--- config.mk ---
export PLATFORM = sky130hd
export DESIGN_NAME = mci_trace_buffer
export DESIGN_NICKNAME = d
export VERILOG_FILES = /design/src/hdl/mci_pkg.sv /design/src/hdl/mci_trace_buffer.sv
export SDC_FILE = /design/constraint.sdc
export NUM_CORES = 1
export LEC_CHECK = 0
export ABC_AREA = 1
export BUFFER_PORTS_ARGS = -buffer_cell sky130_fd_sc_hd__clkbuf_2
export CAP_MARGIN = 30
export CORE_MARGIN = 2
export CORE_UTILIZATION = 61
export CTS_BUF_LIST = sky130_fd_sc_hd__clkbuf_16
export DETAILED_ROUTE_END_ITERATION = 10
export GPL_TIMING_DRIVEN = 0
export MAX_ROUTING_LAYER = met4
export PLACE_DENSITY_LB_ADDON = 0.2
export SETUP_SLACK_MARGIN = 0.1
export SLEW_MARGIN = 20
export SYNTH_ARGS = -nofsm -noshare
export SYNTH_HDL_FRONTEND = slang
export SYNTH_SLANG_ARGS = --single-unit
--- constraint.sdc ---
create_clock -name clk -period 4.4 [get_ports clk]
set_input_delay 1.1 -clock clk [delete_from_list [all_inputs] [get_ports clk]]
set_output_delay 1.1 -clock clk [all_outputs]
set_load 0.01 [all_outputs]
--- src/hdl/mci_pkg.sv ---
/* Management subsystem definitions */
`default_nettype none

package mci_pkg;

    //////////////////////////////////////////////////
    // Widths
    //////////////////////////////////////////////////
    localparam int ADDR_W = 24;
    localparam int DATA_W = 32;
    localparam int USER_W = 8;

    //////////////////////////////////////////////////
    // Memory map, byte addresses
    //////////////////////////////////////////////////
    // Register block, 64 words
    localparam logic [ADDR_W-1:0] MCI_REG_START = 24'h00_0000;
    localparam logic [ADDR_W-1:0] MCI_REG_END   = 24'h00_00FF;
    // Trace buffer, 16 entries
    localparam logic [ADDR_W-1:0] TRACE_START   = 24'h01_0000;
    localparam logic [ADDR_W-1:0] TRACE_END     = 24'h01_003F;
    // Mailboxes, 64 words each
    localparam logic [ADDR_W-1:0] MBOX0_START   = 24'h40_0000;
    localparam logic [ADDR_W-1:0] MBOX0_END     = 24'h40_00FF;
    localparam logic [ADDR_W-1:0] MBOX1_START   = 24'h80_0000;
    localparam logic [ADDR_W-1:0] MBOX1_END     = 24'h80_00FF;
    // MCU SRAM, 256 words
    localparam logic [ADDR_W-1:0] SRAM_START    = 24'hC0_0000;
    localparam logic [ADDR_W-1:0] SRAM_END      = 24'hC0_03FF;

    // Target depths in words
    localparam int MBOX_WORDS  = 64;
    localparam int SRAM_WORDS  = 256;
    localparam int TRACE_DEPTH = 16;

    // Extra read wait cycles
    localparam int SRAM_WAIT = 2;
    localparam int MBOX_WAIT = 0;

    //////////////////////////////////////////////////
    // Register word offsets
    //////////////////////////////////////////////////
    localparam int REG_SCRATCH0   = 0;
    localparam int REG_SCRATCH1   = 1;
    localparam int REG_SCRATCH2   = 2;
    localparam int REG_SCRATCH3   = 3;
    localparam int REG_SOC_CONFIG = 4;
    localparam int REG_ID         = 5;

    // Read-only block identification
    localparam logic [DATA_W-1:0] MCI_ID = 32'h4D43_4901;

endpackage

`default_nettype wire

--- src/hdl/mci_trace_buffer.sv ---
/* Trace ring buffer */
`timescale 1ns/1ns
`default_nettype none

module mci_trace_buffer
    import mci_pkg::*;
(
    input  wire logic              clk,
    input  wire logic              arst_n,
    // Trace port
    input  wire logic              trace_valid,
    input  wire logic [DATA_W-1:0] trace_data,
    // SoC side, read only
    input  wire logic              sel,
    input  wire logic [ADDR_W-1:0] addr,
    input  wire logic              write,
    output logic      [DATA_W-1:0] rdata,
    output logic                   hold,
    output logic                   error
);

    localparam int PW = $clog2(TRACE_DEPTH);

    logic [DATA_W-1:0] ring [TRACE_DEPTH];
    logic [PW-1:0]     wr_ptr;
    logic [PW:0]       count;
    logic [PW-1:0]     idx;
    logic [PW-1:0]     rd_pos;
    logic              filled;

    //////////////////////////////////////////////////
    // Fill side
    //////////////////////////////////////////////////
    always_ff @(posedge clk or negedge arst_n) begin
        if (!arst_n) begin
            wr_ptr <= '0;
            count  <= '0;
        end else if (trace_valid) begin
            wr_ptr <= wr_ptr + 1'b1;
            // Saturates once full
            if (count != (PW+1)'(TRACE_DEPTH)) begin
                count <= count + 1'b1;
            end
        end
    end

    always_ff @(posedge clk) begin
        if (trace_valid) begin
            ring[wr_ptr] <= trace_data;
        end
    end

    //////////////////////////////////////////////////
    // SoC read side
    //////////////////////////////////////////////////
    assign idx = addr[PW+1:2];

    // Entry 0 is the newest word
    assign rd_pos = wr_ptr - idx - 1'b1;
    assign filled = {1'b0, idx} < count;

    assign rdata = filled ? ring[rd_pos] : '0;
    assign hold  = 1'b0;

    // No SoC writes
    assign error = sel & write;

endmodule

`default_nettype wire

==> results.yml <==
clock_network:
  tritoncts.num_buffers: 50
  numClockSinks: 521
  cts.path.max_buffers: 3
  cts_tree: "built"
  clk-insertion-delay-late_ns: 0.59
  number_of_hold_buffers_added_after_cts: 0
  path_clk_slew_ns: 0.06
  htree_levels: 2
  clock-root-buffer: "clkbuf_16"
drt:
  drt_wl_total_um: 57140
  routedWlPerCell_um: 23.57
  drtIter0Drc: 1808
  drt_pre_antenna_iters: 6
  drt.antenna.violating_nets: 0
  via_per_inst: 6.070
  dr_total_vias: 14710
  drc: 0
synth:
  ys_seq_area_share_pct: 72.86
  synth.ff_latch_count: 521
  ys_top_cells_by_area: "edfxtp_1, nand2_1, nand3_1"
  distinct_cell_type_count_of_the_synthesized_netlist: 26
  cell_area_after_synthesis_mm2: 0.02141
  postSynthNetCount: 1859
  yosys.area.top_type_share_pct: 71.81
  postSynthCellCount: 1785
  yosysWarnings: 0
  synth_top_cell_by_area: "edfxtp_1"
  synth.avg_cell_area_um2: 12.00
finish:
  post_route_cells_drive_above_1_share_pct: 17.22
  antennaDiodeCount: 0
  synthToLayoutAreaGrowth_pct: 16.34
  stdcell_count: 2424
  final_net_count: 2005
  postLayoutCellArea_mm2: 0.02491
  final_core_utilization_pct: 72.11
power:
  leakage_nw: 9.359
  power-per-cell-area_mw_per_mm2: 791.9
  power.total_mw: 19.73
  peakVddDrop_mv: 0.5571
global_route:
  grtUsageTotal_pct: 32.92
  grt_max_degree: 23
  global_route.usage.met1_pct: 42.38
  gr-usage-met3_pct: 5.379
  grt_pass1_vias: 14430
  grt.met2_usage_pct: 51.28
  grt_antenna_before_repair: 0
  grt_most_used_layer: "met2"
  grt_first_pass_wirelength_um: 84750
  grt.overflow.total: 0
timing:
  setup_repair_after_global_routing_missed_its_margin: "yes"
  setup_viol_count_final: 0
  max_slew.worst_pin.slew_ns: 1.151
  timing.clock.skew_ns: 0.01593
  hold-worst-slack_ns: 0.3564
  timing.fmax_mhz: 228.3
  fin_crit_ns: 4.381
  drv_slew: 0
  final.period_utilization_pct: 99.57
  final_hold_fails: 0
  slew_headroom_pct: 22.90
setup_path:
  critPathLaunchType: "primary input"
  worst_setup_path_end_kind: "primary output"
  crit_type: "in2out"
  max_fanout_on_critical_path: 10
  worstPathRequired_ns: 3.30
  crit_arrival_ns: 3.28
die:
  die_w_um: 191.4
  floorplan.die_area_mm2: 0.03662
  die_height_um: 191.4
  starting_utilization_of_the_core_area_pct: 61.99
  num_rows: 68
  fp.coreArea_mm2: 0.03454
  io_pins: 95
placed_design:
  numPortBuffers: 72
  global_placement_routability_congestion: 0.8292
  placed_cells: 2328
  dpl.hpwl_um: 36030
  placedInstanceArea_mm2: 0.02289
job:
  maxCapViolations: 0
min_path:
  class_of_the_worst_hold_path: "in2async"
status:
  outcome: "complete, no violations"
-- layer usage --
metal	routed length, um	share of wire, %
met2	27270	48
met5	0	0
met1	21530	38
met3	5622	9.8
met4	2712	4.7
-- synthesized netlist by cell type (all sizes together) --
master	instances
nand4	2
mux2	1
xnor2	1
edfxtp	512
nand2	662
clkbuf	15
clkinv	1
a21oi	35
nand3	388
conb	1
o21ai	2
dfrtp	9
buf	94
ha	12
nor2	21
xor2	8
fa	1
o211ai	1
inv	19
-- repair_timing --
action,4_1_cts,5_1_grt
gates cloned,4,0
gates resized for setup,104,18
endpoints found under the setup margin,32,32
pin swaps,7,4
setup buffers,2,0
-- cell type report --
| class | count | area (um^2) |
|---|---|---|
| Multi-Input combinational cell | 1135 | 5305 |
| Fill cell | 2241 | 9633 |
| Buffer | 109 | 947.2 |
| Tap cell | 455 | 569.3 |
| Sequential cell | 521 | 15600 |
| Clock inverter | 37 | 201.4 |
| Timing Repair Buffer | 94 | 882.1 |
| Clock buffer | 53 | 1326 |
| Inverter | 20 | 78.83 |
-- worst max-delay path, stage by stage --
cell      delay (ns)
clkbuf_2        0.12
ha_1            0.28
nand2_1         0.06
o211ai_1        0.92
buf_2           0.55
a21oi_2         0.08
buf_2           0.16
-- cells by family after synthesis --
kind of cell               after synthesis  synth area share [%]
and+or+nand+nor                       1073                 21.17
buffers and inverters                  129                 3.313
xor gates and xnor gates                 9                0.3682
AOI/OAI and AO/OA                       38                 1.426
DFF                                    521                 72.86
muxes                                    1               0.05259
other                                    1               0.01751
adders and majority gates               13                0.7947
-- final timing paths --
| path | from | end | slack, ns | cells after the start |
|---|---|---|---|---|
| max | addr[5] | rdata[19] | 0.02 | 7 |
| min reg2reg | count[2] | count[2] | 0.54 | 1 |
| max in group asynchronous | arst_n | wr_ptr[2] | 3.85 | 1 |
| min in group clk | count[2] | count[2] | 0.54 | 1 |
| max reg2reg | wr_ptr[1] | ring[9][12] | 2.06 | 5 |
| min | arst_n | wr_ptr[3] | 0.36 | 1 |
-- layout by cell type, fill, tap and decap left out, types with 2 or more instances in the layout --
cell type / Yosys / final
dfrtp_1: 9 / 9
nand4_1: 2 / 2
inv_2: 1 / 3
o21ai_0: 2 / 2
xor2_1: 8 / 8
nand2_2: 5 / 8
ha_1: 12 / 11
clkbuf_8: 0 / 7
inv_1: 18 / 26
a21oi_2: 30 / 32
nor2_4: 0 / 16
clkinv_2: 1 / 9
nand2_1: 657 / 654
a21oi_1: 5 / 3
clkbuf_2: 0 / 63
nand3_1: 388 / 379
edfxtp_1: 512 / 512
buf_12: 0 / 5
buf_2: 44 / 43
nand3_2: 0 / 8
buf_6: 5 / 8
bufinv_16: 0 / 2
nor2_1: 20 / 4
buf_16: 0 / 15
clkbuf_16: 0 / 60
buf_4: 35 / 44
clkinv_1: 0 / 16
clkbuf_4: 0 / 8
buf_8: 0 / 2
-- report_power, final --
part | switching, mW | total [mW] | internal [mW]
combinational | 6.33 | 9.59 | 3.26
clock | 1.75 | 4.02 | 2.27
sequential | 0.142 | 6.11 | 5.97
-- sequential cells by signal, summed over array words and instances, names as in the netlist --
register,flops
ring,512
count,5
wr_ptr,4
-- per-stage QoR --
| step | TNS, ns | setup slack [ns] |
|---|---|---|
| floorplan | 0 | 0.5906 |
| global placement | -139.18 | -0.4011 |
| detailed placement | -12.41 | -0.4914 |
| CTS | 0 | 0.06867 |
| global route | -0.02656 | -0.02656 |
| finish | 0 | 0.01888 |
Note: power is estimated with default switching activity, not from simulation.
