## config.mk

```make
export PLATFORM = sky130hd
export DESIGN_NAME = mci_mem_target
export DESIGN_NICKNAME = d
export VERILOG_FILES = /design/src/hdl/mci_pkg.sv /design/src/hdl/mci_mem_target.sv
export SDC_FILE = /design/constraint.sdc
export NUM_CORES = 2
export LEC_CHECK = 0
export ABC_AREA = 1
export ABC_CLOCK_PERIOD_IN_PS = 1300
export BUFFER_PORTS_ARGS = -buffer_cell sky130_fd_sc_hd__buf_2
export CAP_MARGIN = 20
export CORE_MARGIN = 3
export CORE_UTILIZATION = 39
export CTS_CLUSTER_DIAMETER = 60
export DETAILED_ROUTE_END_ITERATION = 12
export GPL_ROUTABILITY_DRIVEN = 0
export GPL_TIMING_DRIVEN = 1
export PLACE_DENSITY = 0.62
export REMOVE_ABC_BUFFERS = 1
export SETUP_SLACK_MARGIN = 0.2
export SYNTH_ARGS = -nofsm -noshare
export SYNTH_HDL_FRONTEND = slang
export SYNTH_SLANG_ARGS = --single-unit
```

## constraint.sdc

```tcl
create_clock -name clk -period 1.3 [get_ports clk]
set_clock_uncertainty 0.1 [all_clocks]
set_input_delay 0.39 -clock clk [delete_from_list [all_inputs] [get_ports clk]]
set_output_delay 0.39 -clock clk [all_outputs]
set_load 0.005 [all_outputs]
```

## src/hdl/mci_pkg.sv

```systemverilog
/* Management subsystem definitions */
`default_nettype none

package mci_pkg;

    //////////////////////////////////////////////////
    // Widths
    //////////////////////////////////////////////////
    localparam int ADDR_W = 24;
    localparam int DATA_W = 32;
    localparam int USER_W = 8;

    //////////////////////////////////////////////////
    // Memory map, byte addresses
    //////////////////////////////////////////////////
    // Register block, 64 words
    localparam logic [ADDR_W-1:0] MCI_REG_START = 24'h00_0000;
    localparam logic [ADDR_W-1:0] MCI_REG_END   = 24'h00_00FF;
    // Trace buffer, 16 entries
    localparam logic [ADDR_W-1:0] TRACE_START   = 24'h01_0000;
    localparam logic [ADDR_W-1:0] TRACE_END     = 24'h01_003F;
    // Mailboxes, 64 words each
    localparam logic [ADDR_W-1:0] MBOX0_START   = 24'h40_0000;
    localparam logic [ADDR_W-1:0] MBOX0_END     = 24'h40_00FF;
    localparam logic [ADDR_W-1:0] MBOX1_START   = 24'h80_0000;
    localparam logic [ADDR_W-1:0] MBOX1_END     = 24'h80_00FF;
    // MCU SRAM, 256 words
    localparam logic [ADDR_W-1:0] SRAM_START    = 24'hC0_0000;
    localparam logic [ADDR_W-1:0] SRAM_END      = 24'hC0_03FF;

    // Target depths in words
    localparam int MBOX_WORDS  = 64;
    localparam int SRAM_WORDS  = 256;
    localparam int TRACE_DEPTH = 16;

    // Extra read wait cycles
    localparam int SRAM_WAIT = 2;
    localparam int MBOX_WAIT = 0;

    //////////////////////////////////////////////////
    // Register word offsets
    //////////////////////////////////////////////////
    localparam int REG_SCRATCH0   = 0;
    localparam int REG_SCRATCH1   = 1;
    localparam int REG_SCRATCH2   = 2;
    localparam int REG_SCRATCH3   = 3;
    localparam int REG_SOC_CONFIG = 4;
    localparam int REG_ID         = 5;

    // Read-only block identification
    localparam logic [DATA_W-1:0] MCI_ID = 32'h4D43_4901;

endpackage

`default_nettype wire

```

## src/hdl/mci_mem_target.sv

```systemverilog
/* Word memory target */
`timescale 1ns/1ns
`default_nettype none

module mci_mem_target
    import mci_pkg::*;
#(
    parameter int DEPTH   = 64,
    parameter int WAIT    = 0,
    parameter bit PROTECT = 1'b0
) (
    input  wire logic              clk,
    input  wire logic              arst_n,
    input  wire logic              sel,
    input  wire logic [ADDR_W-1:0] addr,
    input  wire logic              write,
    input  wire logic [DATA_W-1:0] wdata,
    input  wire logic              wr_allowed,
    output logic      [DATA_W-1:0] rdata,
    output logic                   hold,
    output logic                   error
);

    localparam int AW = $clog2(DEPTH);
    // Counts up to WAIT+1
    localparam int CW = $clog2(WAIT + 2);

    logic [DATA_W-1:0] mem [DEPTH];
    logic [AW-1:0]     idx;
    logic [CW-1:0]     wait_cnt;
    logic              rd_req;

    assign idx    = addr[AW+1:2];
    assign rd_req = sel & ~write;

    //////////////////////////////////////////////////
    // Read wait states
    //////////////////////////////////////////////////
    // Hold for WAIT+1 cycles, release on the next
    assign hold = rd_req & (wait_cnt <= CW'(WAIT));

    always_ff @(posedge clk or negedge arst_n) begin
        if (!arst_n) begin
            wait_cnt <= '0;
        end else if (rd_req && hold) begin
            wait_cnt <= wait_cnt + 1'b1;
        end else begin
            wait_cnt <= '0;
        end
    end

    // Protected write without privilege
    assign error = PROTECT & sel & write & ~wr_allowed;

    //////////////////////////////////////////////////
    // Array
    //////////////////////////////////////////////////
    always_ff @(posedge clk) begin
        if (sel && write && !error) begin
            mem[idx] <= wdata;
        end
        // Registered read, valid once hold drops
        if (rd_req) begin
            rdata <= mem[idx];
        end
    end

    // Requester keeps the address steady while held
    a_addr_stable: assert property (@(posedge clk) disable iff (!arst_n)
        (sel && hold) |=> $stable(addr));

endmodule

`default_nettype wire

```

==> impl_metrics.env <==
export IMPL_outcome="complete, but fails checks"
export IMPL_violations="hold timing, setup timing"
export IMPL_start_util_pct=39.30
export IMPL_synth_compound_area_share_pct=0.08291
export IMPL_synth_top_family_by_area="simple AND/OR/NAND/NOR gates"
export IMPL_wl_per_cell_um=22.63
export IMPL_multiInputGateArea_sq_um=24160
export IMPL_crit_family="flip-flops"
export IMPL_clock_sinks=2081
export IMPL_synth_avg_cell_area_sq_um=10.36
export IMPL_clock_path_buffers=3
export IMPL_use_met2_pct=36.89
export IMPL_grt_pass1_vias=59100
export IMPL_crit_required_ps=810
export IMPL_dieWidth_um=479.7
export IMPL_ys_top_cells_by_area="edfxtp_1 71%, nand2_1 25%, buf_6 1.2%"
export IMPL_drive_above_1_share_pct=17.48
export IMPL_hold_slack_ps=-271.8
export IMPL_crit_buf_inv=2
export IMPL_grt_pass1_wl_mm=395.3
export IMPL_yosysTopAreaCellShare_pct=71.36
export IMPL_dr_pass1_iters=6
export IMPL_path_clk_slew_ps=60
export IMPL_grtUsageMet1_pct=32.51
export IMPL_power_density_nw_per_um2=1296
export IMPL_fin_tns_setup_ps=-103660
export IMPL_postCtsHoldBufs=34
export IMPL_peakVddDrop_uv=1067
export IMPL_cts_htree_levels=4
export IMPL_ys_warn_count=0
export IMPL_worst_ep_arrival_time_ps=1680
export IMPL_timing_final_hold_violations=1
export IMPL_fp_row_count=173
export IMPL_synthAdderAreaFrac_pct=0
export IMPL_regArea_sq_um=62480
export IMPL_fin_ws_ps=-865.2
export IMPL_clk_latency_ps=870
export IMPL_min_period_ps=2165
export IMPL_ant_nets=0
export IMPL_syn_area_sq_um=87530
export IMPL_core_area_sq_um=222700
export IMPL_track_usage_pct=23.15
export IMPL_pre_cts_slack_ps=-1621
export IMPL_end_kind="output port"
export IMPL_vias=63650
export IMPL_power_leakage_nw=45.95
export IMPL_drt_wl_total_mm=280.2
export IMPL_dieArea_sq_um=230200
export IMPL_layout_commonest_cell="nand2_1"
export IMPL_setup_viol=1232
export IMPL_hpwl_mm=164.2
export IMPL_holdCritPathClass="in2reg"
export IMPL_via_per_inst=5.141
export IMPL_io_buffer_count=74
export IMPL_synth_top_cell_by_area="edfxtp_1"
export IMPL_synth_area_mux_share_pct=0
export IMPL_grt_busiest_layer="met2"
export IMPL_cts_tree="yes"
export IMPL_met3_usage_pct=3.560
export IMPL_antenna_found_initial=18
export IMPL_drv_slew=0
export IMPL_cts_inserted_buffers=206
export IMPL_drc_errors=0
export IMPL_path_class="reg2out"
export IMPL_slowest_stage="edfxtp_1"
export IMPL_pin_count=95
export IMPL_rsz0062_at_grt="yes"
export IMPL_critPathMaxFanout=1
export IMPL_crit_path_cell_trace="buf_12, buf_6"
export IMPL_critical_path_max_stage_delay_ps=510
export IMPL_first_iter_violations=7862
export IMPL_syn_to_final_growth_pct=26.17
export IMPL_synthXorXnorAreaFrac_pct=0
export IMPL_cts_root_buf="clkbuf_16"
export IMPL_final_cell_mix="5,479 x nand2_1, 2,080 x edfxtp_1, 421 x buf_4, 306 x buf_12, 244 x clkbuf_16"
export IMPL_nets=9288
export IMPL_fmax_ghz=0.4619
export IMPL_synth_cell_types=24
export IMPL_startpoint_type="flop"
export IMPL_synth_seq_area_share_pct=71.39
export IMPL_grt_start_max_net_pins=67
export IMPL_synth_seq_cells=2081
export IMPL_fp_dieH_um=479.7
export IMPL_period_share_pct=166.6
export IMPL_cap_violations=0
export IMPL_fin_util_pct=49.58
export IMPL_gr_total_overflow=0
export IMPL_fillers=18960
export IMPL_synthSimpleGateAreaFrac_pct=25.45
export IMPL_netlist_instances=8446
[flip-flops by register name, indices dropped and copies added (netlist names)]
name / count
mem: 2048
rdata: 32
wait_cnt: 1
[cell families after synthesis]
kind of cell | Yosys count
flip-flops | 2081
AO/OA/AOI/OAI | 12
AND/OR/NAND/NOR | 5899
buffers and inverters | 453
other | 1
[synthesized netlist by cell type, drive strengths merged]
| cell type | number |
|---|---|
| nand3 | 13 |
| edfxtp | 2080 |
| inv | 30 |
| o211ai | 5 |
| conb | 1 |
| nand2 | 5729 |
| nor3 | 9 |
| nor4 | 2 |
| buf | 312 |
| o21ai | 7 |
| or2 | 6 |
| clkbuf | 110 |
| nor2 | 138 |
| dfrtp | 1 |
| nand4 | 2 |
| clkinv | 1 |
[final timing paths]
check / start / end / slack, ps / cells after the start
worst max register to register: mem[55][12] / rdata[12] / -400 / 12
min in group asynchronous: arst_n / wait_cnt / 240 / 3
worst max-delay path: rdata[3] / rdata[3] / -870 / 2
worst min register to register: wait_cnt / wait_cnt / 330 / 1
max in group asynchronous: arst_n / wait_cnt / 760 / 3
worst min-delay path: write / wait_cnt / -270 / 3
[layer usage]
layer | wire, um | up-vias | share of wire [%]
met1 | 112500 | 30880 | 40
li1 | - | 28970 | -
met4 | 10480 | 6 | 3.7
met5 | 39 | - | 0.014
met3 | 26540 | 534 | 9.5
met2 | 130600 | 3262 | 47
[stage by stage]
| stage | instance area [sq um] | power (mW) | std cells |
|---|---|---|---|
| finish | 110400 | 143.1 | 12380 |
| CTS | 108300 | 143.3 | 12290 |
| global placement | 97900 | 85.77 | 11760 |
| global route | 110400 | 147.3 | 12380 |
| floorplan | 84960 | 80.23 | 8024 |
| detailed placement | 97900 | 85.84 | 11760 |
[repair_timing]
item                                   4_1_cts  5_1_grt
buffers inserted                            78       37
cloned                                      44       44
endpoints found under the hold margin     1626        1
pin swaps                                  192      205
gates resized for setup                    429      224
setup endpoints to repair                 2113     2113
[cell type report]
class	count	area share, %
flip-flops and latches	2081	56.58
diodes	9	0.02039
repair inverters	2	0.01586
well taps	2975	3.370
clock buffers	252	4.824
repair buffers	993	12.10
clock inverters	126	1.033
multi-input cells	5912	21.88
inverters	31	0.1767
[where the power goes]
group	internal (mW)	switching, mW	total [mW]
clock network	31.5	26.0	57.5
registers	74.1	0.133	74.3
logic	3.87	7.43	11.3
[tightest hold or removal path: stages]
cell	delay, ps
buf_2	100
buf_4	130
nor3_2	50
Note: power is estimated with default switching activity, not from simulation.
