$ cat src/hdl/mci_pkg.sv
/* Management subsystem definitions */
`default_nettype none

package mci_pkg;

    //////////////////////////////////////////////////
    // Widths
    //////////////////////////////////////////////////
    localparam int ADDR_W = 24;
    localparam int DATA_W = 32;
    localparam int USER_W = 8;

    //////////////////////////////////////////////////
    // Memory map, byte addresses
    //////////////////////////////////////////////////
    // Register block, 64 words
    localparam logic [ADDR_W-1:0] MCI_REG_START = 24'h00_0000;
    localparam logic [ADDR_W-1:0] MCI_REG_END   = 24'h00_00FF;
    // Trace buffer, 16 entries
    localparam logic [ADDR_W-1:0] TRACE_START   = 24'h01_0000;
    localparam logic [ADDR_W-1:0] TRACE_END     = 24'h01_003F;
    // Mailboxes, 64 words each
    localparam logic [ADDR_W-1:0] MBOX0_START   = 24'h40_0000;
    localparam logic [ADDR_W-1:0] MBOX0_END     = 24'h40_00FF;
    localparam logic [ADDR_W-1:0] MBOX1_START   = 24'h80_0000;
    localparam logic [ADDR_W-1:0] MBOX1_END     = 24'h80_00FF;
    // MCU SRAM, 256 words
    localparam logic [ADDR_W-1:0] SRAM_START    = 24'hC0_0000;
    localparam logic [ADDR_W-1:0] SRAM_END      = 24'hC0_03FF;

    // Target depths in words
    localparam int MBOX_WORDS  = 64;
    localparam int SRAM_WORDS  = 256;
    localparam int TRACE_DEPTH = 16;

    // Extra read wait cycles
    localparam int SRAM_WAIT = 2;
    localparam int MBOX_WAIT = 0;

    //////////////////////////////////////////////////
    // Register word offsets
    //////////////////////////////////////////////////
    localparam int REG_SCRATCH0   = 0;
    localparam int REG_SCRATCH1   = 1;
    localparam int REG_SCRATCH2   = 2;
    localparam int REG_SCRATCH3   = 3;
    localparam int REG_SOC_CONFIG = 4;
    localparam int REG_ID         = 5;

    // Read-only block identification
    localparam logic [DATA_W-1:0] MCI_ID = 32'h4D43_4901;

endpackage

`default_nettype wire

$ cat src/hdl/mci_reg_block.sv
/* Management registers */
`timescale 1ns/1ns
`default_nettype none

module mci_reg_block
    import mci_pkg::*;
(
    input  wire logic              clk,
    input  wire logic              arst_n,
    input  wire logic              sel,
    input  wire logic [ADDR_W-1:0] addr,
    input  wire logic              write,
    input  wire logic [DATA_W-1:0] wdata,
    input  wire logic              soc_config_req,
    output logic      [DATA_W-1:0] rdata,
    output logic                   hold,
    output logic                   error,
    output logic      [DATA_W-1:0] soc_config
);

    // Word offset within the 64-word window
    logic [5:0]        idx;
    logic [DATA_W-1:0] scratch [4];
    logic              cfg_denied;
    logic              id_write;
    logic              unused_off;

    assign idx = addr[7:2];

    // Single-cycle target
    assign hold = 1'b0;

    //////////////////////////////////////////////////
    // Access checks
    //////////////////////////////////////////////////
    assign cfg_denied = write & (idx == REG_SOC_CONFIG) & ~soc_config_req;
    assign id_write   = write & (idx == REG_ID);
    assign unused_off = idx > REG_ID;

    assign error = sel & (cfg_denied | id_write | unused_off);

    //////////////////////////////////////////////////
    // Register writes
    //////////////////////////////////////////////////
    always_ff @(posedge clk or negedge arst_n) begin
        if (!arst_n) begin
            scratch    <= '{default: '0};
            soc_config <= '0;
        end else if (sel && write && !error) begin
            if (idx <= REG_SCRATCH3) begin
                scratch[idx[1:0]] <= wdata;
            end
            // Only reached with privilege
            if (idx == REG_SOC_CONFIG) begin
                soc_config <= wdata;
            end
        end
    end

    // Read mux, unused offsets return zero
    always_comb begin
        rdata = '0;
        case (idx)
            REG_SCRATCH0,
            REG_SCRATCH1,
            REG_SCRATCH2,
            REG_SCRATCH3:   rdata = scratch[idx[1:0]];
            REG_SOC_CONFIG: rdata = soc_config;
            REG_ID:         rdata = MCI_ID;
            default:        rdata = '0;
        endcase
    end

endmodule

`default_nettype wire

$ cat config.mk
export PLATFORM = sky130hd
export DESIGN_NAME = mci_reg_block
export DESIGN_NICKNAME = d
export VERILOG_FILES = /design/src/hdl/mci_pkg.sv /design/src/hdl/mci_reg_block.sv
export SDC_FILE = /design/constraint.sdc
export NUM_CORES = 1
export LEC_CHECK = 0
export BUFFER_PORTS_ARGS = -buffer_cell sky130_fd_sc_hd__buf_2
export CORE_UTILIZATION = 60
export CTS_CLUSTER_DIAMETER = 80
export DETAILED_ROUTE_END_ITERATION = 10
export PLACE_DENSITY = 0.85
export RECOVER_POWER = 100
export SYNTH_ARGS = -nofsm -noshare
export SYNTH_HDL_FRONTEND = slang
export SYNTH_SLANG_ARGS = --single-unit
$ cat constraint.sdc
create_clock -name clk -period 2.4 [get_ports clk]
set_input_delay 0.12 -clock clk [delete_from_list [all_inputs] [get_ports clk]]
set_output_delay 0.12 -clock clk [all_outputs]
set_load 0.1 [all_outputs]
==> metrics.cfg <==
[critical_path]
cp-startpoint = scratch[19]
critPathTopFamily = multiplexers
endpoint_kind = output port
r2r-start = scratch[124]
critical_path_class = register to output port
cp_slowest_cell = sky130_fd_sc_hd__mux4_2
crit_required_ns = 2.28
r2r_slack_ns = 1.57
path_max_fanout = 2
timing.reg2reg.worst_path_depth = 1
critical_path_buf_inv_count = 1
max_stage_delay_ns = 0.50
crit_end = rdata[19]
worstSetupStartpointType = register
crit_chain = mux4_2 -> a22o_1 -> clkbuf_2
worstReg2RegEnd = scratch[124]
worst_ep_arrival_time_ns = 1.91
crit_cells = 3

[logic_synthesis]
synth.lib_cells_used.distinct = 25
syn-mean-instance-area_um2 = 15.9
ys.warnings.count = 0
post_synth_main_area_contributors = sky130_fd_sc_hd__dfrtp_1 55%, sky130_fd_sc_hd__mux2_2 20%, sky130_fd_sc_hd__mux4_2 9.9%
synth.yosys.seq_area_share = 0.551
netlist_instances = 456
synth_top_cell_area_share = 0.551
postSynth.asyncResetShare = 1.00
synth_largest_area_cell = sky130_fd_sc_hd__dfrtp_1
synth.cell_area_um2 = 7270
flop_and_latch_count_out_of_synthesis = 160
synthFlopType = sky130_fd_sc_hd__dfrtp_1
syn_nets = 517
synth_enable_flop_cells = 0

[global_route]
grt_first_pass_wirelength_mm = 26.1
grt_max_degree = 78
gr_util_all_layers = 0.278
overflow = 0
antenna_found_initial = 0
first_global_vias = 4983

[clock_tree]
cts_resized = 0
clock-root-buffer = sky130_fd_sc_hd__clkbuf_16
clock_path_buffers = 2
htreeDepth = 4
worst_setup_hold_path_clk_slew_ns = 0.06
cts_inserted_buffers = 17
clock-sinks = 160
clock_tree_from_tritoncts = done
clk-insertion-delay-late_ns = 0.42

[drt]
viasPerCell = 5.98
total_drc_errors_in_the_routed_layout = 6
drtIter0Drc = 213
via_count = 4473
detailed_routing_iterations_pass_1 = 11
wirelength_mm = 15.9
antenna_left = 0
wl_per_cell_um = 21.3

[power]
cellInternalPower_mw = 4.85
power_frac_seq = 0.462
power.density_nw_per_um2 = 748
leakagePower_nw = 4.31
total_switching_power_mw = 1.67
power.clock.fraction = 0.410
netSwitchingFraction = 0.256
vdd.ir_drop.worst_v = 0.000540
design_power_total_mw = 6.53
fraction_of_power_consumed_by_combinational_cells = 0.128

[run]
max_cap_violations = 1

[sta]
layout_min_cycle_time_ns = 2.03
unrepaired_setup_endpoints_after_global_routing = false
fin_worst_skew_ns = 0
tns_ns = 0
max-slew-margin-rel = -0.157
finalHoldViolCount = 0
finalSetupViolCount = 0
worst_slew_pin_slew_ns = 1.73
layout_setup_ws_ns = 0.371
fmaxAchievable_mhz = 493
min_period_over_period = 0.845
maxSlewViolCount = 77

[layout]
area_growth_pct = 20.0
nNetsFinal = 654
layout-drive-gt1-share = 0.496
ant_diodes = 0
final.fill_count = 735
layout.cells.most_common_list = 160 x sky130_fd_sc_hd__dfrtp_1, 128 x sky130_fd_sc_hd__mux2_2, 42 x sky130_fd_sc_hd__buf_2, 36 x sky130_fd_sc_hd__clkbuf_2, 33 x sky130_fd_sc_hd__clkbuf_1
final-instance-count-excl-fill = 748
layout.cells.most_common = sky130_fd_sc_hd__dfrtp_1

[status]
violations = DRC, capacitance limit, slew limit
run_status = finished, violations left

[die]
standard_cell_rows = 39
num_io_pins = 127
die_width_um = 112
core-area_um2 = 11600
floorplan.initialDensity = 0.626
chipHeight_um = 112
die_outline_area_um2 = 12600

[placement]
dp.cells = 690
place_congestion = 0.683
dpl_ws_ns = 0.398
io_buffers = 107
dpl.hpwl_mm = 9.75

[worst_hold_path]
hold_path_class = primary input to register

metal layers:
metal,part of all wire,track usage,vias up,wire length [um]
li1,-,-,1968,-
met1,0.44,0.362,2351,6960
met2,0.50,0.471,132,7980
met3,0.042,0.0497,22,670
met4,0.018,0.108,0,293
met5,0,0,-,0
cells in the mapped netlist (2+ instances only):
master	number
sky130_fd_sc_hd__a21boi_0	2
sky130_fd_sc_hd__a22o_1	21
sky130_fd_sc_hd__buf_2	17
sky130_fd_sc_hd__buf_6	3
sky130_fd_sc_hd__clkbuf_1	11
sky130_fd_sc_hd__dfrtp_1	160
sky130_fd_sc_hd__mux2_1	2
sky130_fd_sc_hd__mux2_2	128
sky130_fd_sc_hd__mux2_4	30
sky130_fd_sc_hd__mux4_2	32
sky130_fd_sc_hd__nand2_1	12
sky130_fd_sc_hd__nand2b_1	2
sky130_fd_sc_hd__nand4_1	2
sky130_fd_sc_hd__nor2_1	12
sky130_fd_sc_hd__o21ai_0	12
through the flow:
stage / hold slack (ns) / cell area [um2] / utilization
6_report: 0.00758 / 8720 / 0.751
5_1_grt: 0.00807 / 8720 / 0.751
4_1_cts: 0.00211 / 9050 / 0.780
3_5_place_dp: 0.198 / 8190 / 0.706
3_3_place_gp: 0.186 / 8190 / 0.706
2_1_floorplan: -0.176 / 7310 / -
power by group through the flow:
| stage | Sequential, mW | Combinational, mW | Clock [mW] |
|---|---|---|---|
| finish | 3.01 | 0.838 | 2.67 |
| global placement | 3.03 | 0.828 | 0 |
| CTS | 3.01 | 0.898 | 2.70 |
| floorplan | 3.21 | 0.429 | 0 |
| global route | 3.04 | 0.892 | 2.82 |
| detailed placement | 3.06 | 0.860 | 0 |
what timing repair did:
action                                 4_1_cts  5_1_grt
hold buffers                                27        0
setup buffers                                0        0
endpoints found under the hold margin      166        0
registers in the layout (all words and copies together), names as in the netlist:
register,flops
scratch,128
soc_config,32
final cells by class:
cell class | count | area, um2 | area share
Clock buffer | 21 | 480 | 0.0551
Clock inverter | 10 | 110 | 0.0126
Inverter | 1 | 3.75 | 0.000430
Multi-Input combinational cell | 262 | 3030 | 0.347
Sequential cell | 160 | 4000 | 0.459
Tap cell | 143 | 179 | 0.0205
Timing Repair Buffer | 151 | 920 | 0.105
how the worst min path moves through the flow:
stage,startpoint,end,slack [ns],cells after the start
finish,wdata[25],scratch[121],0.008,2
global route,wdata[31],scratch[31],0.008,2
CTS,wdata[19],soc_config[19],0.002,2
detailed placement,arst_n,scratch[125],0.20,1
global placement,arst_n,soc_config[25],0.19,1
floorplan,arst_n,scratch[0],-0.18,0
cells by family after synthesis:
| group | synth area share |
|---|---|
| buffers and inverters | 0.0241 |
| and+or+nand+nor | 0.0265 |
| DFF | 0.551 |
| muxes | 0.362 |
| other | 0.000516 |
| AOI/OAI and AO/OA | 0.0356 |
Power figures use the tool's default switching activity.
