**src/hdl/mci_pkg.sv**
```systemverilog
/* Management subsystem definitions */
`default_nettype none

package mci_pkg;

    //////////////////////////////////////////////////
    // Widths
    //////////////////////////////////////////////////
    localparam int ADDR_W = 24;
    localparam int DATA_W = 32;
    localparam int USER_W = 8;

    //////////////////////////////////////////////////
    // Memory map, byte addresses
    //////////////////////////////////////////////////
    // Register block, 64 words
    localparam logic [ADDR_W-1:0] MCI_REG_START = 24'h00_0000;
    localparam logic [ADDR_W-1:0] MCI_REG_END   = 24'h00_00FF;
    // Trace buffer, 16 entries
    localparam logic [ADDR_W-1:0] TRACE_START   = 24'h01_0000;
    localparam logic [ADDR_W-1:0] TRACE_END     = 24'h01_003F;
    // Mailboxes, 64 words each
    localparam logic [ADDR_W-1:0] MBOX0_START   = 24'h40_0000;
    localparam logic [ADDR_W-1:0] MBOX0_END     = 24'h40_00FF;
    localparam logic [ADDR_W-1:0] MBOX1_START   = 24'h80_0000;
    localparam logic [ADDR_W-1:0] MBOX1_END     = 24'h80_00FF;
    // MCU SRAM, 256 words
    localparam logic [ADDR_W-1:0] SRAM_START    = 24'hC0_0000;
    localparam logic [ADDR_W-1:0] SRAM_END      = 24'hC0_03FF;

    // Target depths in words
    localparam int MBOX_WORDS  = 64;
    localparam int SRAM_WORDS  = 256;
    localparam int TRACE_DEPTH = 16;

    // Extra read wait cycles
    localparam int SRAM_WAIT = 2;
    localparam int MBOX_WAIT = 0;

    //////////////////////////////////////////////////
    // Register word offsets
    //////////////////////////////////////////////////
    localparam int REG_SCRATCH0   = 0;
    localparam int REG_SCRATCH1   = 1;
    localparam int REG_SCRATCH2   = 2;
    localparam int REG_SCRATCH3   = 3;
    localparam int REG_SOC_CONFIG = 4;
    localparam int REG_ID         = 5;

    // Read-only block identification
    localparam logic [DATA_W-1:0] MCI_ID = 32'h4D43_4901;

endpackage

`default_nettype wire

```
**src/hdl/mci_sub_decode.sv**
```systemverilog
/* SoC request decoder */
`timescale 1ns/1ns
`default_nettype none

module mci_sub_decode
    import mci_pkg::*;
(
    input  wire logic              clk,
    input  wire logic              arst_n,
    // SoC request
    input  wire logic              dv,
    input  wire logic [ADDR_W-1:0] addr,
    input  wire logic              write,
    input  wire logic [DATA_W-1:0] wdata,
    input  wire logic [USER_W-1:0] user,
    // SoC response
    output logic                   hold,
    output logic      [DATA_W-1:0] rdata,
    output logic                   error,
    // Privileged users
    input  wire logic [USER_W-1:0] strap_soc_config_user,
    input  wire logic [USER_W-1:0] strap_lsu_user,
    input  wire logic [USER_W-1:0] strap_ifu_user,
    output logic                   soc_config_req,
    output logic                   mcu_req,
    // Target requests
    output logic                   reg_sel,
    output logic                   trace_sel,
    output logic                   mbox0_sel,
    output logic                   mbox1_sel,
    output logic                   sram_sel,
    output logic      [ADDR_W-1:0] t_addr,
    output logic                   t_write,
    output logic      [DATA_W-1:0] t_wdata,
    // Target responses
    input  wire logic              reg_hold,
    input  wire logic [DATA_W-1:0] reg_rdata,
    input  wire logic              reg_error,
    input  wire logic              trace_hold,
    input  wire logic [DATA_W-1:0] trace_rdata,
    input  wire logic              trace_error,
    input  wire logic              mbox0_hold,
    input  wire logic [DATA_W-1:0] mbox0_rdata,
    input  wire logic              mbox0_error,
    input  wire logic              mbox1_hold,
    input  wire logic [DATA_W-1:0] mbox1_rdata,
    input  wire logic              mbox1_error,
    input  wire logic              sram_hold,
    input  wire logic [DATA_W-1:0] sram_rdata,
    input  wire logic              sram_error
);

    logic              miss;
    logic [ADDR_W-1:0] base;
    logic              cfg_disable;
    logic              cfg_force;

    //////////////////////////////////////////////////
    // Address decode
    //////////////////////////////////////////////////
    assign reg_sel   = dv & (addr inside {[MCI_REG_START:MCI_REG_END]});
    assign trace_sel = dv & (addr inside {[TRACE_START:TRACE_END]});
    assign mbox0_sel = dv & (addr inside {[MBOX0_START:MBOX0_END]});
    assign mbox1_sel = dv & (addr inside {[MBOX1_START:MBOX1_END]});
    assign sram_sel  = dv & (addr inside {[SRAM_START:SRAM_END]});

    // Nothing hit
    assign miss = dv & ~(reg_sel | trace_sel | mbox0_sel | mbox1_sel | sram_sel);

    // Offset inside the selected target
    always_comb begin
        base = '0;
        if (trace_sel) base = TRACE_START;
        if (mbox0_sel) base = MBOX0_START;
        if (mbox1_sel) base = MBOX1_START;
        if (sram_sel)  base = SRAM_START;
    end

    assign t_addr  = addr - base;
    assign t_write = write;
    assign t_wdata = wdata;

    //////////////////////////////////////////////////
    // Response mux
    //////////////////////////////////////////////////
    always_comb begin
        rdata = '0;
        if (reg_sel)   rdata = reg_rdata;
        if (trace_sel) rdata = trace_rdata;
        if (mbox0_sel) rdata = mbox0_rdata;
        if (mbox1_sel) rdata = mbox1_rdata;
        if (sram_sel)  rdata = sram_rdata;
    end

    assign hold  = (reg_sel & reg_hold) | (trace_sel & trace_hold) |
                   (mbox0_sel & mbox0_hold) | (mbox1_sel & mbox1_hold) |
                   (sram_sel & sram_hold);

    // Miss completes at once with error
    assign error = (reg_sel & reg_error) | (trace_sel & trace_error) |
                   (mbox0_sel & mbox0_error) | (mbox1_sel & mbox1_error) |
                   (sram_sel & sram_error) | miss;

    //////////////////////////////////////////////////
    // Privilege detection
    //////////////////////////////////////////////////
    // All zeros: nobody; all ones: everybody
    assign cfg_disable = ~|strap_soc_config_user;
    assign cfg_force   = &strap_soc_config_user;

    assign soc_config_req = dv & (cfg_force |
                            (~cfg_disable & (user == strap_soc_config_user)));

    // LSU or IFU user counts as MCU
    assign mcu_req = dv & ((user == strap_lsu_user) | (user == strap_ifu_user));

    // At most one target per request
    a_sel_mutex: assert property (@(posedge clk) disable iff (!arst_n)
        $onehot0({reg_sel, trace_sel, mbox0_sel, mbox1_sel, sram_sel}));

    // Ranges ascend without overlap
    if (!(MCI_REG_END < TRACE_START && TRACE_END < MBOX0_START &&
          MBOX0_END < MBOX1_START && MBOX1_END < SRAM_START)) begin : g_map_bad
        $fatal(1, "MCI memory map ranges overlap or are out of order");
    end

endmodule

`default_nettype wire

```
**config.mk**
```make
export PLATFORM = sky130hd
export DESIGN_NAME = mci_sub_decode
export DESIGN_NICKNAME = d
export VERILOG_FILES = /design/src/hdl/mci_pkg.sv /design/src/hdl/mci_sub_decode.sv
export SDC_FILE = /design/constraint.sdc
export NUM_CORES = 1
export LEC_CHECK = 0
export ABC_CLOCK_PERIOD_IN_PS = 2250
export BUFFER_PORTS_ARGS = -buffer_cell sky130_fd_sc_hd__buf_2
export CORE_AREA = 10 10 131 133
export DETAILED_ROUTE_END_ITERATION = 16
export DIE_AREA = 0 0 141 143
export PLACE_DENSITY = 0.54
export SYNTH_ARGS = -nofsm -noshare
export SYNTH_HDL_FRONTEND = slang
export SYNTH_SLANG_ARGS = --single-unit
```
**constraint.sdc**
```tcl
create_clock -name vclk -period 2.25
set_input_delay 0.225 -clock vclk [all_inputs]
set_output_delay 0.225 -clock vclk [all_outputs]
set_load 0.02 [all_outputs]
```
==> metrics.txt, run 1 <==
post-route cell area=0.00391 mm2; # Max-Cap Violations=0; Cell variety after synth=38; class of the most critical setup path=input port to primary output; GP Congestion=0.772; worst path required time=2.03 ns; Pre-antenna DRT Iters=4; synthesized area=0.00226 mm2; Non-Filler Instances=761; post-synth net total=601; Max-slew headroom=68.9%; Final Slew Violations=0; Crit. End Element=primary output; Die Ht=143 um; Tcrit/Tclk final=105%; layout cells sized above 1=63.4%; PD cells=102 mW/mm2; final worst slack=-0.111 ns; placed cell areas=0.00366 mm2; Avg WL per Cell=19.2 um; Min-Delay Endpoint=t_write; DR iter-0 viols=94; Overall Global Routing Usage=12.3%; worst vdd ir=0.0628 mV; Mapped Cells=336; largest net degree at the start of global routing=43; DIE AREA=0.0202 mm2; Hold Path Depth=0; clock buffer count=0; RSZ-0062 raised after global routing=true; leakage power=0.00188 uW; setup TNS=-0.127 ns; DRC=0; worst slew pin tran=0.467 ns; GR Overflow Total=0; number of vias per cell=4.56; vias in the first global route=3831; Detailed Route WL=14600 um; FMAX=423 MHz; Port Buffer Count=280; CP max FO=2; sequential-to-total area share from yosys stat=0%; failing checks=setup timing; I/O pin total=360; YS warnings=0; area grow syn2layout=72.8%; WP data arrival=2.14 ns; Syn Area/Cell=6.74 um2; via count=3468; HP Start=write; Hold Vio Cnt, Final=0; Final nets=844; final setup vio count=2; status=finished with violations; # hold bufs at CTS=0; Final min period=2.36 ns; Placeable Area=0.0144 mm2; antenna violations before repair=1; first-pass GRT wire length=20400 um; Starting Density=15.7%; diodes inserted=0; worst min path class=input port to primary output; FFs & Latches=0; Die Wd=141 um; # rows=44; dpl hpwl=11700 um; Inst Count DP=755; storage element area=0 um2; Startpoint Class=input port; post-route ant nets=0
[cell usage after synthesis, drive strengths merged]
library cell  instances  share of area [%]
clkbuf               10                1.7
mux2i                 2               0.88
xnor2                18                7.0
and2b                 1               0.33
o211ai                1               0.33
xor2                 11                4.3
and2                  5                1.4
nor3                  8                2.8
a2111oi               1               0.39
nand3                 4                1.1
inv                   5               0.83
nor2                 40                6.7
ha                    3                1.7
a21oi                 4               0.88
a32oi                 1               0.39
nor4                  5                2.0
a211oi               32                 13
buf                  61                 20
nand2b                2               0.55
o21ai                36                8.1
a2bb2oi               1               0.39
and3                  1               0.28
a22oi                 1               0.33
nand2                40                6.6
o22ai                 2               0.55
or3                   3                1.1
nand4                 6                1.7
a221o                32                 15
[where the power goes]
group | internal (uW) | switching (uW)
clock network | 0 | 0
registers | 0 | 0
logic | 217 | 183
total | 217 | 183
[metal layers]
metal  vias up  GRT usage [%]  part of all wire (%)  wire, um
li1       1681              -                     -         -
met1      1585           12.9                    37      5440
met2       173           23.3                    51      7470
met3        27           4.38                   9.9      1450
met4         2           2.07                   1.7       244
met5         -              0                 0.075        11
[through the flow]
stage / power [uW] / utilization (%) / worst slack (ns) / hold slack, ns
2_1_floorplan: 225 / - / -0.121 / 0.563
3_3_place_gp: 380 / 25.4 / -0.0914 / 0.450
3_5_place_dp: 382 / 25.4 / -0.0965 / 0.450
4_1_cts: 387 / 25.7 / -0.0418 / 0.450
5_1_grt: 439 / 27.1 / -0.230 / 0.450
6_report: 400 / 27.1 / -0.111 / 0.450
[worst max-delay path, stage by stage]
cell and delay (ns):
buf_6 0.09, or3_4 0.40, nor3_4 0.20, and2_4 0.17, ha_4 0.14, nand2b_4 0.07
nor4_4 0.30, nand2b_1 0.10, a21oi_2 0.14, xnor2_1 0.12, buf_4 0.16
[how the worst max path moves through the flow]
stage                     startpoint    endpoint  slack, ns  cells after the start
final                       addr[22]  t_addr[23]      -0.11                     11
after floorplan              addr[8]  t_addr[23]      -0.12                     10
after detailed placement     addr[8]    rdata[6]       -0.1                      8
after global routing        addr[22]  t_addr[23]      -0.23                     11
after CTS                   addr[23]  t_addr[23]      -0.04                     11
after global placement       addr[8]    rdata[6]      -0.09                      8
[kinds of logic after synthesis]
kind of cell             count (synthesis)  share of synthesized area [%]
AND/OR/NAND/NOR                        115                           24.5
AO/OA/AOI/OAI                          111                           39.4
adder cells (fa/ha/maj)                  3                           1.66
buffers and inverters                   76                           22.3
XOR/XNOR                                29                           11.2
multiplexers                             2                          0.885
[what timing repair did]
action	in CTS	in global routing
pin swaps	1	13
endpoints found under the hold margin	0	0
setup buffers	1	4
resized for setup	8	35
endpoints found under the setup margin	9	39
cloned	0	3
[layout by cell type, fill, tap and decap left out, types with 2 or more instances in the layout]
cell	synthesis	final
inv_1	5	5
buf_4	50	26
or3_4	1	3
nor2_1	39	38
buf_2	8	272
nand2_1	40	39
and2_4	0	2
a221o_1	14	14
and2_1	5	3
buf_12	0	4
buf_6	3	7
a221o_2	18	18
a211oi_2	10	15
xor2_1	11	11
nand3_2	1	2
mux2i_1	2	2
nor3_1	6	6
a21oi_1	4	3
a211oi_1	22	17
ha_4	0	2
xnor2_1	18	17
nand4_1	6	6
nor4_1	4	2
nor3_4	2	2
o21ai_0	35	35
o22ai_1	2	2
nor4_4	1	3
nand3_1	3	2
[final cells by class]
cell class	instances	area, um2
fill	1636	10500
inverter	5	18.8
multi-input combinational	260	1900
tap	184	230
timing repair buffer	312	1760
Power figures use the tool's default switching activity.
==> run 2, diff against run 1 <==
- ABC_AREA: default -> 1
- PLACE_DENSITY: 0.54 -> 0.62
==> metrics.txt, run 2 <==
hold_ws=0.450 ns; Die Ht=143 um; worst min path class=input port to primary output; CP max FO=3; final worst slack=0.0675 ns; commonest non-fill, non-tap cell in the layout=buf_2; class of the most critical setup path=input port to primary output; Hold Path Depth=0; HP Start=wdata[10]; clock buffer count=0; # rows=44; antenna violations before repair=0; via count=4360; worst path required time=2.03 ns; ranking of synthesized cells by area=nand2_1, buf_4, nor2_1, nand4_1, inv_1; I/O pin total=360; Starting Density=23.0%; post-route ant nets=0; Post-synth top cells=nand2_1, nor2_1, inv_1; most frequent cells in the layout=buf_2, nand2_1, nor2_1; Cell variety after synth=37; post-synth net total=853; Overall Global Routing Usage=13.7%; worst vdd ir=0.0612 mV; post-synth top area share=16.0%; number of vias per cell=4.38; DRC=0; Final Slew Violations=0; Die Wd=141 um; Setup WS pre-CTS=-0.0564 ns; worst slew pin tran=0.408 ns; Port Buffer Count=280; GP Congestion=0.816; Tcrit/Tclk final=97.0%; Final min period=2.18 ns; status=finished clean; Avg WL per Cell=15.5 um; # hold bufs at CTS=0; RSZ-0062 raised after global routing=true; global routing met1 resource utilization=15.4%; area grow syn2layout=41.0%; Hold Vio Cnt, Final=0; sequential-to-total area share from yosys stat=0%; DR iter-0 viols=128; storage element area=0 um2; GR Overflow Total=0; final setup vio count=0; FFs & Latches=0; vias in the first global route=4402; synthesized area=0.00332 mm2; post-synth top area cell=nand2_1; layout cells sized above 1=52.1%; FMAX=458 MHz; Final nets=1079; Placeable Area=0.0144 mm2; largest net degree at the start of global routing=39; Syn Area/Cell=5.64 um2; dpl hpwl=13100 um; diodes inserted=0; PD cells=79.1 mW/mm2; first-pass GRT wire length=23200 um; Pre-antenna DRT Iters=4; Mapped Cells=588; most frequent cell after synthesis=nand2_1; Detailed Route WL=15400 um; met2 usage=24.2%; Most Crowded Layer GR=met2; Startpoint Class=input port; GR Util met3=4.88%; YS warnings=0; Max-slew headroom=72.8%; Crit. End Element=primary output; # Max-Cap Violations=0; leakage power=0.00275 uW; DIE AREA=0.0202 mm2; Min-Delay Endpoint=t_wdata[10]; WP data arrival=1.96 ns
[run 2: through the flow]
step	power, uW	std cells	area (um2)	TNS (ns)	util (%)
after floorplan	225	588	3320	0	-
after CTS	364	994	4600	0	31.9
after global routing	407	996	4680	-0.0466	32.4
after global placement	355	994	4590	-0.0464	31.8
final	370	996	4680	0	32.4
after detailed placement	360	994	4590	-0.0564	31.8
[run 2: per-layer routing]
| metal | vias to the layer above | wire length (um) |
|---|---|---|
| li1 | 2259 | - |
| met1 | 1871 | 5890 |
| met2 | 202 | 7440 |
| met3 | 28 | 1640 |
| met4 | 0 | 412 |
| met5 | - | 0 |
[run 2: area by class of cell]
cell class                      instances  area [um2]
Inverter                               62         235
Multi-Input combinational cell        444        2530
Timing Repair Buffer                  306        1680
Tap cell                              184         230
Fill cell                            1654        9750
[run 2: timing repair]
action	4_1_cts	5_1_grt
endpoints found under the setup margin	1	21
hold endpoints to repair	0	0
pin swaps	1	7
setup buffers	0	2
resized for setup	2	18
[run 2: worst max path at each step]
stage	to	from
detailed placement	t_addr[23]	addr[18]
CTS	t_addr[23]	addr[18]
floorplan	t_addr[23]	addr[21]
finish	t_addr[23]	addr[8]
global placement	t_addr[23]	addr[12]
global route	t_addr[22]	addr[12]
[run 2: report_power, final]
part / switching, uW / internal, uW
Clock: 0 / 0
Sequential: 0 / 0
Combinational: 173 / 197
Total: 173 / 197
[run 2: worst max-delay path, stage by stage]
cell and delay (ns):
buf_2 0.10, nor2_1 0.13, nand2_2 0.09, nor2_4 0.14, buf_4 0.12, buf_4 0.11
nand4_4 0.12, nand2_1 0.09, inv_1 0.04, ha_1 0.30, a21oi_2 0.20, xnor2_2 0.13
buf_4 0.16
[run 2: cells by family after synthesis]
logic type,count (synthesis),synth area share [%]
buf+inv,144,26.0
compound gates,41,9.28
simple gates,378,57.8
fa+ha+maj,3,1.13
xor+xnor,22,5.81
